## config.mk

```make
export PLATFORM = sky130hd
export DESIGN_NAME = pulse_daq_top
export DESIGN_NICKNAME = d
export VERILOG_FILES = /design/src/rtl/pulse_daq_pkg.sv /design/src/rtl/pulse_channel.sv /design/src/rtl/event_readout.sv /design/src/rtl/pulse_daq_top.sv
export VERILOG_INCLUDE_DIRS = /design/src /design/src/rtl
export SDC_FILE = /design/constraint.sdc
export NUM_CORES = 1
export LEC_CHECK = 0
export ABC_AREA = 1
export BUFFER_PORTS_ARGS = -buffer_cell sky130_fd_sc_hd__clkbuf_2
export CORE_ASPECT_RATIO = 2
export CORE_MARGIN = 3
export CORE_UTILIZATION = 62
export DETAILED_ROUTE_END_ITERATION = 7
export PLACE_DENSITY = 0.87
export SYNTH_ARGS = -nofsm -noshare
export SYNTH_HDL_FRONTEND = slang
export SYNTH_SLANG_ARGS = --single-unit
```

## constraint.sdc

```tcl
create_clock -name ADA_DCO -period 2.9 [get_ports ADA_DCO]
set_clock_uncertainty 0.1 [all_clocks]
set_input_delay 0 -clock ADA_DCO [delete_from_list [all_inputs] [get_ports ADA_DCO]]
set_output_delay 0 -clock ADA_DCO [all_outputs]
set_load 0.005 [all_outputs]
```

## src/rtl/pulse_daq_defines.svh

```systemverilog
`ifndef PULSE_DAQ_DEFINES_SVH
`define PULSE_DAQ_DEFINES_SVH

// ====================
// widths
`define SAMPLE_W        14          // adc code width
`define STAMP_W         26          // timestamp width

// ====================
// window geometry
`define WIN_TAPS        21          // samples held per channel
`define PEAK_TAP        19          // candidate peak, neighbours 20 and 18
`define TAIL_TAP        1           // tail sample

// ====================
// sample levels
`define NEG_LIMIT       8192        // codes from here up are negative
`define FULL_SCALE      16384       // inversion base
`define CLIP_LIMIT      8000        // stored as zero at or above this
`define PEAK_THRESH_A   2760
`define PEAK_THRESH_B   230         // 12x scaled test folded into the threshold

`define TIME_WRAP       49999999    // last count before returning to 0

`endif

```

## src/rtl/pulse_daq_pkg.sv

```systemverilog
`include "pulse_daq_defines.svh"

package pulse_daq_pkg;

    // one adc code or inverted sample
    typedef logic [`SAMPLE_W-1:0] sample_t;

    // free running event time
    typedef logic [`STAMP_W-1:0] stamp_t;

    // ====================
    // host readout word
    // channel a in the low half, channel b in the high half,
    // two zero bits above each sample
    typedef struct packed
    {
        logic [1:0]  pad_hi;        // bits 31:30
        sample_t     lane_b;        // bits 29:16
        logic [1:0]  pad_lo;        // bits 15:14
        sample_t     lane_a;        // bits 13:0
    } lane_pair_t;

endpackage

```

## src/rtl/pulse_channel.sv

```systemverilog
`include "pulse_daq_defines.svh"

module pulse_channel #(
    parameter int unsigned THRESHOLD = `PEAK_THRESH_A   // peak must exceed this
) (
    input  logic                   ADA_DCO,
    input  logic                   hps_fpga_reset_n,
    input  pulse_daq_pkg::sample_t raw,             // raw adc code
    output logic                   hit,             // one cycle per detection
    output pulse_daq_pkg::sample_t peak,            // held peak, zero when clipped
    output pulse_daq_pkg::sample_t tail             // held tail, zero when clipped
);

    import pulse_daq_pkg::*;

    // ====================
    // sample qualification

    logic    valid;                 // negative code, window advances
    sample_t inv;                   // inverted negative sample

    assign valid = (raw >= `NEG_LIMIT);
    // codes below NEG_LIMIT never reach the window, so no overflow here
    assign inv   = sample_t'(`FULL_SCALE - raw);

    // ====================
    // sample window
    // tap 0 is the newest, tap WIN_TAPS-1 the oldest

    sample_t win [`WIN_TAPS];

    always_ff @(posedge ADA_DCO or negedge hps_fpga_reset_n)
    begin
        if (!hps_fpga_reset_n)
        begin
            win <= '{default: '0};
        end
        else if (valid)                                 // positive codes freeze it
        begin
            for (int i = `WIN_TAPS - 1; i > 0; i--)
            begin
                win[i] <= win[i-1];
            end
            win[0] <= inv;
        end
    end

    // ====================
    // local maximum detector

    sample_t pre_peak;              // older neighbour
    sample_t cand;                  // candidate peak
    sample_t post_peak;             // newer neighbour
    sample_t tail_smp;
    logic    is_max;
    logic    clipped;

    assign pre_peak  = win[`PEAK_TAP + 1];
    assign cand      = win[`PEAK_TAP];
    assign post_peak = win[`PEAK_TAP - 1];
    assign tail_smp  = win[`TAIL_TAP];

    // evaluated on the window before the shift
    assign is_max  = valid
                   && (pre_peak <= cand)                // rising into the peak
                   && (cand >= post_peak)               // falling after it
                   && (cand > THRESHOLD);
    assign clipped = (cand >= `CLIP_LIMIT);             // saturated pulse

    // ====================
    // held result

    always_ff @(posedge ADA_DCO or negedge hps_fpga_reset_n)
    begin
        if (!hps_fpga_reset_n)
        begin
            hit  <= 1'b0;
            peak <= '0;
            tail <= '0;
        end
        else
        begin
            hit <= is_max;                              // pulses for clipped peaks too
            if (is_max)
            begin
                if (clipped)
                begin
                    peak <= '0;
                    tail <= '0;
                end
                else
                begin
                    peak <= cand;
                    tail <= tail_smp;
                end
            end
        end
    end

    // ====================
    // checks

    // a held peak always came through the clip filter
    peak_below_clip: assert property (
        @(posedge ADA_DCO) disable iff (!hps_fpga_reset_n)
        peak < `CLIP_LIMIT
    );

    // hit is a single pulse seen by the readout
    hit_single_cycle: assert property (
        @(posedge ADA_DCO) disable iff (!hps_fpga_reset_n)
        hit |=> !hit
    );

endmodule

```

## src/rtl/event_readout.sv

```systemverilog
`include "pulse_daq_defines.svh"

module event_readout (
    input  logic                       ADA_DCO,
    input  logic                       hps_fpga_reset_n,
    input  logic                       hit_b,       // channel b detection
    input  pulse_daq_pkg::sample_t     peak_a,
    input  pulse_daq_pkg::sample_t     tail_a,
    input  pulse_daq_pkg::sample_t     peak_b,
    input  pulse_daq_pkg::sample_t     tail_b,
    input  logic                       hps_read,    // async level from host
    output pulse_daq_pkg::lane_pair_t  peak_out,
    output pulse_daq_pkg::lane_pair_t  tail_out,
    output pulse_daq_pkg::stamp_t      time_out
);

    import pulse_daq_pkg::*;

    // ====================
    // timestamp

    stamp_t cnt;                    // free running, wraps at TIME_WRAP
    stamp_t held_stamp;             // time of last channel b hit

    always_ff @(posedge ADA_DCO or negedge hps_fpga_reset_n)
    begin
        if (!hps_fpga_reset_n)
        begin
            cnt <= '0;
        end
        else if (cnt == stamp_t'(`TIME_WRAP))
        begin
            cnt <= '0;
        end
        else
        begin
            cnt <= cnt + 1'b1;
        end
    end

    always_ff @(posedge ADA_DCO or negedge hps_fpga_reset_n)
    begin
        if (!hps_fpga_reset_n)
            held_stamp <= '0;
        else if (hit_b)
            held_stamp <= cnt;                          // latch on every b event
    end

    // ====================
    // host read strobe

    logic rd_s1;                    // first sync stage
    logic rd_s2;                    // second sync stage
    logic rd_s3;                    // previous rd_s2, for the edge
    logic rd_edge;

    always_ff @(posedge ADA_DCO or negedge hps_fpga_reset_n)
    begin
        if (!hps_fpga_reset_n)
        begin
            rd_s1 <= 1'b0;
            rd_s2 <= 1'b0;
            rd_s3 <= 1'b0;
        end
        else
        begin
            rd_s1 <= hps_read;
            rd_s2 <= rd_s1;
            rd_s3 <= rd_s2;
        end
    end

    assign rd_edge = rd_s2 && !rd_s3;                   // rising, after sync

    // ====================
    // snapshots

    always_ff @(posedge ADA_DCO or negedge hps_fpga_reset_n)
    begin
        if (!hps_fpga_reset_n)
        begin
            peak_out <= '0;
            tail_out <= '0;
            time_out <= '0;
        end
        else if (rd_edge)
        begin
            peak_out <= '{pad_hi: 2'b00, lane_b: peak_b, pad_lo: 2'b00, lane_a: peak_a};
            tail_out <= '{pad_hi: 2'b00, lane_b: tail_b, pad_lo: 2'b00, lane_a: tail_a};
            time_out <= held_stamp;
        end
    end

    // host sees steady words between reads
    snap_only_on_read: assert property (
        @(posedge ADA_DCO) disable iff (!hps_fpga_reset_n)
        !$stable({peak_out, tail_out, time_out}) |-> $past(rd_edge)
    );

endmodule

```

## src/rtl/pulse_daq_top.sv

```systemverilog
`include "pulse_daq_defines.svh"

module pulse_daq_top (
    input  logic                  ADA_DCO,
    input  logic                  hps_fpga_reset_n,
    input  logic [`SAMPLE_W-1:0]  ada_d,            // channel a raw codes
    input  logic [`SAMPLE_W-1:0]  adb_d,            // channel b raw codes
    input  logic                  hps_read,         // host read level
    output logic [31:0]           peak_out,         // b in 29:16, a in 13:0
    output logic [31:0]           tail_out,         // same packing as peak_out
    output logic [`STAMP_W-1:0]   time_out          // time of last b event
);

    import pulse_daq_pkg::*;

    // ====================
    // channel results

    sample_t peak_a;
    sample_t tail_a;
    sample_t peak_b;
    sample_t tail_b;
    logic    hit_b;                 // only b events are timestamped

    pulse_channel #(
        .THRESHOLD (`PEAK_THRESH_A)
    ) u_chan_a (
        .ADA_DCO          (ADA_DCO),
        .hps_fpga_reset_n (hps_fpga_reset_n),
        .raw              (ada_d),
        .hit              (),
        .peak             (peak_a),
        .tail             (tail_a)
    );

    // both channels share the a-side clock
    pulse_channel #(
        .THRESHOLD (`PEAK_THRESH_B)
    ) u_chan_b (
        .ADA_DCO          (ADA_DCO),
        .hps_fpga_reset_n (hps_fpga_reset_n),
        .raw              (adb_d),
        .hit              (hit_b),
        .peak             (peak_b),
        .tail             (tail_b)
    );

    // ====================
    // host side

    event_readout u_readout (
        .ADA_DCO          (ADA_DCO),
        .hps_fpga_reset_n (hps_fpga_reset_n),
        .hit_b            (hit_b),
        .peak_a           (peak_a),
        .tail_a           (tail_a),
        .peak_b           (peak_b),
        .tail_b           (tail_b),
        .hps_read         (hps_read),
        .peak_out         (peak_out),
        .tail_out         (tail_out),
        .time_out         (time_out)
    );

endmodule

```

Word level (Yosys, flattened, before mapping)
Cells that the tools add are included.
{"block": "op_classes", "addsub": 3, "magnitude_cmp": 10, "eq_ne": 1, "n_mux": 5, "reduce_logical": 8}
{"op": "2-to-1 mux 14 bit", "count": 4}
{"op": "greater-or-equal comparator 14 x 13 -> 1 bit, second input constant", "count": 2}
{"op": "greater-or-equal comparator 14 bit", "count": 2}
{"op": "greater-or-equal comparator 14 bit, second input constant", "count": 2}
{"op": "<= comparator 14 bit", "count": 2}
{"op": "subtractor 1 x 14 -> 14 bit, first input constant", "count": 2}
{"op": "adder 26 x 1 -> 26 bit, second input constant", "count": 1}
{"op": "== test 26 bit, second input constant", "count": 1}
{"op": "2-to-1 mux 26 bit", "count": 1}
{"op": "greater-than comparator 14 x 12 -> 1 bit, second input constant", "count": 1}
{"op": "greater-than comparator 14 x 8 -> 1 bit, second input constant", "count": 1}
{"op": "logical AND 1 bit", "count": 7}
{"op": "logical NOT 1 bit", "count": 1}
{"block": "totals", "reg_bits": 782, "input_bits": 31, "out_inout_bits": 90, "word_cells": 84}

Logic depth before layout (Yosys ltp)
Gate-level depths: netlist of the first run.
{"block": "logic_depth", "word_depth": 4, "ltp_mapped": 14, "ltp_nobuf": 13}

Modules after synthesis
From an unflattened synthesis of the first run, not the netlist that was laid out.
{"block": "hier_totals", "hier_cells": 3596, "area_unflattened_um2": 32167.1}
{"mod": "pulse_channel at u_chan_a", "n_inst": 1, "cells_each": 1538, "area_per_inst_um2": 13269.0, "seq_area_each_um2": 8082.8}
{"mod": "pulse_channel at u_chan_b", "n_inst": 1, "cells_each": 1513, "area_per_inst_um2": 13200.2, "seq_area_each_um2": 8082.8}
{"mod": "event_readout", "n_inst": 1, "cells_each": 545, "area_per_inst_um2": 5698.0, "seq_area_each_um2": 3428.3}

Worst setup path before layout of the first run
Ideal clock, no wire load.
{"block": "synth_path", "kind": "reg2reg", "from": "reg u_chan_a.win (netlist bit u_chan_a.cand[13])", "to": "reg u_chan_a.peak[12]", "setup_time_ns": 0.117, "arrival_time_ns": 1.796, "t_required_ns": 2.683, "setup_slack_ns": 0.886, "stages_incl_launch_ff": 13, "n_path_buf": 1, "period_less_slack_ns": 2.014, "cell_sequence": "dfrtp_1 > inv_1 > ha_1 > nand2_1 > nor2_1 > inv_1 > nor2_1 > nand4_1 > nand2_2 > nand4_4 > buf_6 > nand2_1 > nand2_1"}
{"block": "synth_between", "elab_chain_cells": 4, "elab_cells_between_ends": 8, "cone_classes": "4 x order compare; 1 x mux; 3 x reduce/logical"}
{"element": "from (decl)", "line_no": "pulse_channel.sv:30", "rtl": "sample_t win [`WIN_TAPS];"}
{"element": "from (signal, indexed assignment)", "line_no": "pulse_channel.sv:42", "rtl": "win[i] <= win[i-1];"}
{"element": "<= comparator 14 bit", "line_no": "pulse_channel.sv:65", "rtl": "&& (pre_peak <= cand)"}
{"element": "logical AND 1 bit", "line_no": "pulse_channel.sv:65"}
{"element": "logical AND 1 bit", "line_no": "pulse_channel.sv:66", "rtl": "&& (cand >= post_peak)"}
{"element": "logical AND 1 bit", "line_no": "pulse_channel.sv:67", "rtl": "&& (cand > THRESHOLD);"}
{"element": "to (signal assigned)", "line_no": "pulse_channel.sv:93", "rtl": "peak <= cand;"}
{"element": "to (decl)", "line_no": "pulse_channel.sv:10", "rtl": "output pulse_daq_pkg::sample_t peak,"}
Several ways; a longest one is shown, not always the timed one.
A chain may end at the register's enable or synchronous reset.

Worst setup path in the final report of the first run
{"block": "layout_path", "from": "in adb_d[9]", "to": "reg u_chan_b.win[292] in the netlist's numbering"}
{"block": "layout_between", "elab_chain_cells": 1, "elab_cells_between_ends": 2, "cone_classes": "1 x add/sub; 1 x order compare"}
{"element": "from (decl)", "line_no": "pulse_daq_top.sv:7", "rtl": "input logic [`SAMPLE_W-1:0] adb_d,"}
{"element": "subtractor 1 x 14 -> 14 bit (no line) / greater-or-equal comparator 14 bit (equally long branches)"}
{"element": "to (signal, indexed assignment)", "line_no": "pulse_channel.sv:42"}
{"element": "to (decl)", "line_no": "pulse_channel.sv:30"}
Several ways; a longest one is shown, not always the timed one.

==> out/results.tsv, run 1 <==
metric	value	unit
outcome	completed	
final hold vios	0	
clock latency on the worst-skew pair	0.62	ns
GR Util All Layers	27.4	%
Layout Cells excl Fill	4192	
Worst setup EP type	register	
RSZ-0062 raised after global routing	false	
R2R setup slack	0.37	ns
sequential share of the synthesized area	61.8	%
areal power density over the cells	786	nW/um^2
total grt overflow	0	
htree depth	3	
met1 wire length	27.1	mm
Sink Count	782	
CP required	3.33	ns
Top Layer Used	met4	
Final Setup Violations	0	
DIE HEIGHT	326	um
clk buf depth	3	
initial antenna violation count	2	
Clock Pin Slew Worst Setup and Hold Paths	0.07	ns
Filler cells	3357	
HPWL after DPL	44.4	mm
Slew Viols, Final	0	
Design Power	28.1	mW
vias in the first global route	24200	
routed len/inst	17.5	um
Worst Max-Slew Pin Slew	0.690	ns
CTS tree	done	
Placer Congestion	0.905	
max-cap check violation count	0	
fmax	359	MHz
layout cells sized above 1	9.63	%
Post-Synthesis Cell Area	31700	sq um
Pleak	17.4	nW
Port-buffer cells	112	
first-pass GRT wire length	122	mm
Die W	166	um
dominant cell type by area after synthesis	dfrtp_1	
fin nets	3587	
crit start category	primary input	
Max-Slew Margin vs Limit	54.0	%
effective utilization at floorplan	63.1	%
Tcrit/Tclk final	96.1	%
largest net degree at the start of global routing	178	
starting DRC count in detailed routing	2172	
Yosys cell types	38	
CP dominant cell by count	dlygate4sd3_1	
post-synth top area share	61.8	%
Setup TNS	0	ns
Ys Warns	0	
critical path, cell by cell	dlygate4sd3_1 > clkbuf_2 > or2_2 > nor3_1 > dlygate4sd3_1 > nand2_1 > dlygate4sd3_1 > nand2_1 > nand3_1 > dlygate4sd3_1 > nand2_1	
Die Area	54000	sq um
met3 wire len	3.17	mm
routed wire length	73.3	mm
Vias	23500	
classification of the worst-slack hold path	primary input to asynchronous set/reset pin	
top cells by area, synth	dfrtp_1, nand2_1, o21ai_0	
Int Pwr	19.8	mW
Final Critical Period	2.79	ns
DRC violation count after routing	0	
sequential share of power	50.1	%
largest stage delay on the critical path	0.62	ns
Slowest cell on crit path	dlygate4sd3_1	
crit-path max FO	3	
maximum VDD drop	0.722	mV
Cells after DPL	4013	
met2 wire len	38.9	mm
core area	50200	sq um
Syn Inst Count	3377	
FF+latch count, synth	782	
clock root cell	clkbuf_16	
vias per cell	5.60	
total CTS buffers	66	
# IOs	121	
first drt pass iteration count	6	
clock network power share	33.0	%
Core Rows	116	
NetSw	8.33	mW
Syn-to-layout area delta	12.9	%
WP data arrival	3.22	ns
Sw Share	29.6	%
CP Class	primary input to register	
Combinational Power Share	16.9	%
DRT antenna net count	0	
Mapped Avg Cell Area	9.38	sq um
final hold slack	0.0565	ns
==> placed cells by master, fill, tap and decap left out, types with 7 or more instances in the layout <==
cell / netlist / final
clkbuf_1: 117 / 7
inv_1: 402 / 401
clkbuf_8: 0 / 8
nand4_1: 68 / 68
a21oi_1: 23 / 23
clkbuf_2: 0 / 109
nor2_1: 131 / 130
bufinv_16: 0 / 8
o21ai_0: 626 / 626
conb_1: 1 / 8
nor3_1: 24 / 24
xor2_1: 18 / 18
dlygate4sd3_1: 0 / 64
dfrtp_1: 782 / 782
nand2_1: 930 / 929
ha_1: 59 / 59
buf_12: 0 / 13
clkbuf_16: 0 / 68
nand3_1: 41 / 41
mux2_2: 55 / 55
clkinv_2: 0 / 9
buf_4: 8 / 31
==> final timing paths <==
| kind | start | end | depth (start not counted) |
|---|---|---|---|
| worst max-delay path | adb_d[9] | u_chan_b.win[292] | 11 |
| worst min-delay path | hps_fpga_reset_n | u_chan_b.pre_peak[4] | 3 |
| worst max register to register | u_chan_a.cand[13] | u_chan_a.tail[12] | 11 |
| worst min register to register | u_readout.rd_s1 | u_readout.rd_s2 | 0 |
| max in group asynchronous | hps_fpga_reset_n | u_chan_a.pre_peak[8] | 4 |
| min in group ADA_DCO | ada_d[0] | u_chan_a.win[280] | 4 |
==> flip-flops by register name, indices dropped and copies added, names as in the netlist, 26 cells and up <==
signal,flops
u_readout.held_stamp,26
u_readout.peak_out,28
u_chan_b.win,238
u_readout.tail_out,28
u_readout.cnt,26
u_readout.time_out,26
u_chan_a.win,238
==> through the flow <==
step / worst slack (ns) / utilization [%] / cell area [sq um]
floorplan: 0.886 / - / 31700
global placement: 0.515 / 65.4 / 32800
detailed placement: 0.402 / 65.4 / 32800
CTS: 0.283 / 71.2 / 35700
global route: 0.0326 / 71.2 / 35800
finish: 0.113 / 71.2 / 35800
==> power groups by stage <==
stage                     combinational, mW  clock [mW]  sequential [mW]
after floorplan                        2.94           0             13.8
after global placement                 4.31           0             14.1
after detailed placement               4.53           0             14.2
after CTS                              4.72        9.37             14.0
after global routing                   5.39        9.80             14.2
final                                  4.74        9.27             14.1
==> synth_stat cells (all sizes together) <==
library cell,number
inv,409
ha,59
nand3,43
conb,1
or2,1
a21oi,24
o21ai,627
a31oi,2
nor2,134
and3,1
a22oi,1
nand4,69
xnor2,6
buf,59
nor3,26
xor2,18
nand3b,4
dfrtp,782
o21bai,3
nand2,932
mux2,55
a21o,1
clkbuf,117
nor4,3
==> cell families after synthesis <==
family                     count (synthesis)  share of synthesized area [%]
muxes                                     55                           1.96
AOI/OAI and AO/OA                        658                           10.5
buffers and inverters                    585                           7.25
adders and majority gates                 59                           2.33
DFF                                      782                           61.8
xor gates and xnor gates                  24                          0.664
other                                      1                         0.0118
and+or+nand+nor                         1213                           15.5
==> worst max-delay path: cells and delay by family <==
kind	cells	cell delay, ns
buffers and inverters	5	2.50
and+or+nand+nor	6	0.72
==> final cells by class <==
| class | count | area [sq um] | share of cell area [%] |
|---|---|---|---|
| Sequential cell | 782 | 19600 | 54.7 |
| Multi-Input combinational cell | 2017 | 9840 | 27.5 |
| Clock buffer | 81 | 1810 | 5.06 |
| Timing Repair Buffer | 221 | 1750 | 4.89 |
| Inverter | 409 | 1550 | 4.32 |
| Tap cell | 649 | 812 | 2.27 |
| Clock inverter | 31 | 425 | 1.19 |
| Antenna cell | 2 | 5.00 | 0.0140 |
==> timing repair <==
action	in CTS	in global routing
endpoints found under the hold margin	773	0
resized for setup	0	1
setup endpoints to repair	0	1
buffers inserted	0	0
hold buffers	65	0
==> layer usage <==
layer	vias up	global-route usage, %
met1	11500	32.4
li1	10900	-
met3	266	3.65
met2	796	48.9
met5	-	0
met4	0	14.2
Power figures use the tool's default switching activity.
==> run 2: changes to the inputs <==
--- a/config.mk
+++ b/config.mk
@@ -8,11 +8,13 @@
 export LEC_CHECK = 0
 export ABC_AREA = 1
 export BUFFER_PORTS_ARGS = -buffer_cell sky130_fd_sc_hd__clkbuf_2
+export CELL_PAD_IN_SITES_DETAIL_PLACEMENT = 0
+export CELL_PAD_IN_SITES_GLOBAL_PLACEMENT = 2
 export CORE_ASPECT_RATIO = 2
 export CORE_MARGIN = 3
-export CORE_UTILIZATION = 62
+export CORE_UTILIZATION = 39
 export DETAILED_ROUTE_END_ITERATION = 7
-export PLACE_DENSITY = 0.87
+export PLACE_DENSITY = 0.85
 export SYNTH_ARGS = -nofsm -noshare
 export SYNTH_HDL_FRONTEND = slang
 export SYNTH_SLANG_ARGS = --single-unit
==> run 2 against run 1 <==
Against the previous run: total power up 1.5%; worst hold slack better by 0.054 ns; sequential share of layout area down 1.2 points.
==> out/results.tsv, run 2 (synthesis results as in run 1) <==
metric	value	unit
Max-Slew Margin vs Limit	34.3	%
Top Layer Used	met4	
dpl cell area	33400	sq um
htree depth	3	
met1 wire length	29.8	mm
NetSw	8.19	mW
Vias	21900	
max-cap check violation count	0	
layout cells sized above 1	9.83	%
maximum VDD drop	0.525	mV
Die W	207	um
Worst setup EP type	register	
starting DRC count in detailed routing	1382	
crit-path max FO	4	
Setup TNS	0	ns
Combinational Power Share	16.2	%
# IOs	121	
commonest non-fill, non-tap cells in the layout	nand2_1, dfrtp_1, o21ai_0	
classification of the worst-slack hold path	primary input to asynchronous set/reset pin	
CP dominant cell by count	nand2_1	
Clock Pin Slew Worst Setup and Hold Paths	0.07	ns
Sw Share	28.7	%
CTS tree	done	
Final Setup Violations	0	
Port-buffer cells	112	
clock network power share	35.1	%
HPWL after DPL	46.1	mm
Design Power	28.5	mW
Die Area	84900	sq um
Slowest cell on crit path	dlygate4sd3_1	
Pleak	17.6	nW
first-pass GRT wire length	118	mm
Antenna Diode Count	0	
post-cts sizing count	0	
RSZ-0062 raised after global routing	false	
WP data arrival	2.98	ns
effective utilization at floorplan	39.4	%
Final WS setup	0.383	ns
CP Class	primary input to register	
sequential share of power	48.7	%
clock root cell	clkbuf_16	
Worst Max-Slew Pin Slew	0.986	ns
Syn-to-layout area delta	15.5	%
core area	80400	sq um
Finished Cell Area	36600	sq um
largest stage delay on the critical path	0.59	ns
clock latency on the worst-skew pair	0.63	ns
routed wire length	70.0	mm
clk buf depth	3	
Sink Count	782	
total grt overflow	0	
Final Critical Period	2.52	ns
DRT antenna net count	0	
routed len/inst	15.2	um
largest net degree at the start of global routing	141	
met2 wire len	36.2	mm
outcome	completed	
worst slack, placed	0.437	ns
first drt pass iteration count	6	
initial antenna violation count	1	
Core Rows	147	
vias per cell	4.76	
fmax	397	MHz
Tcrit/Tclk final	86.8	%
critical path, cell by cell	dlygate4sd3_1 > clkbuf_2 > inv_1 > ha_1 > nand4_1 > nor2_1 > nand2_1 > nor2_1 > nand2_1 > nand2_1 > dlygate4sd3_1 > nand3_1 > dlygate4sd3_1 > nand2_1	
final hold vios	0	
crit start category	primary input	
met3 wire len	2.65	mm
GR Util All Layers	16.9	%
fin nets	3593	
Int Pwr	20.3	mW
DRC violation count after routing	0	
DIE HEIGHT	409	um
most common cell after layout, fill and taps aside	nand2_1	
Slew Viols, Final	0	
Placer Congestion	0.810	
total CTS buffers	72	
Post-Route Utilization	45.5	%
CP required	3.36	ns
Largest regs	u_chan_a.win (238), u_chan_b.win (238)	
vias in the first global route	22500	
areal power density over the cells	780	nW/um^2
## run 2: worst paths after layout
kind | from | to | slack (ns) | depth (start not counted)
hold reg to reg | u_readout.rd_s1 | u_readout.rd_s2 | 0.25 | 0
max in group asynchronous | hps_fpga_reset_n | u_chan_a.peak[1] | 2.13 | 3
setup reg to reg | u_chan_a.cand[13] | u_chan_a.tail[12] | 0.47 | 11
min in group ADA_DCO | ada_d[12] | u_chan_a.win[293] | 0.12 | 5
hold / removal | hps_fpga_reset_n | u_readout.time_out[5] | 0.11 | 3
setup / recovery | adb_d[0] | u_chan_b.win[292] | 0.38 | 14
## run 2: metrics by stage
stage	hold slack, ns	instances
CTS	0.0552	4603
finish	0.111	4603
detailed placement	0.00966	4405
global placement	0.0102	4405
global route	0.120	4603
floorplan	-0.396	3384
## run 2: layout make-up
class                           count  area, sq um
Clock buffer                      103         2120
Clock inverter                     28          394
Fill cell                        7759        43800
Inverter                          409         1550
Multi-Input combinational cell   2017         9830
Sequential cell                   782        19600
Tap cell                         1043         1310
Timing Repair Buffer              221         1800
## run 2: critical path: cells and delay by family
family / cells / cell delay, ns
adders and majority gates: 1 / 0.21
buffers and inverters: 5 / 1.90
and+or+nand+nor: 8 / 0.86
## run 2: routing by layer
metal | vias to the layer above | global-route usage (%)
li1 | 10900 | -
met1 | 10600 | 21.0
met2 | 302 | 30.0
met3 | 85 | 3.00
met4 | 0 | 4.85
met5 | - | 0
## run 2: repair_timing
item | in CTS | in global routing
hold endpoints to repair | 893 | 0
hold buffers | 67 | 0
setup buffers | 0 | 0
## run 2: power groups by stage
stage / Combinational, mW / Clock (mW) / Sequential (mW)
2_1_floorplan: 2.94 / 0 / 13.8
3_3_place_gp: 4.56 / 0 / 14.1
3_5_place_dp: 4.66 / 0 / 14.1
4_1_cts: 4.76 / 10.4 / 13.9
5_1_grt: 5.42 / 10.8 / 14.1
6_report: 4.63 / 10.0 / 13.9
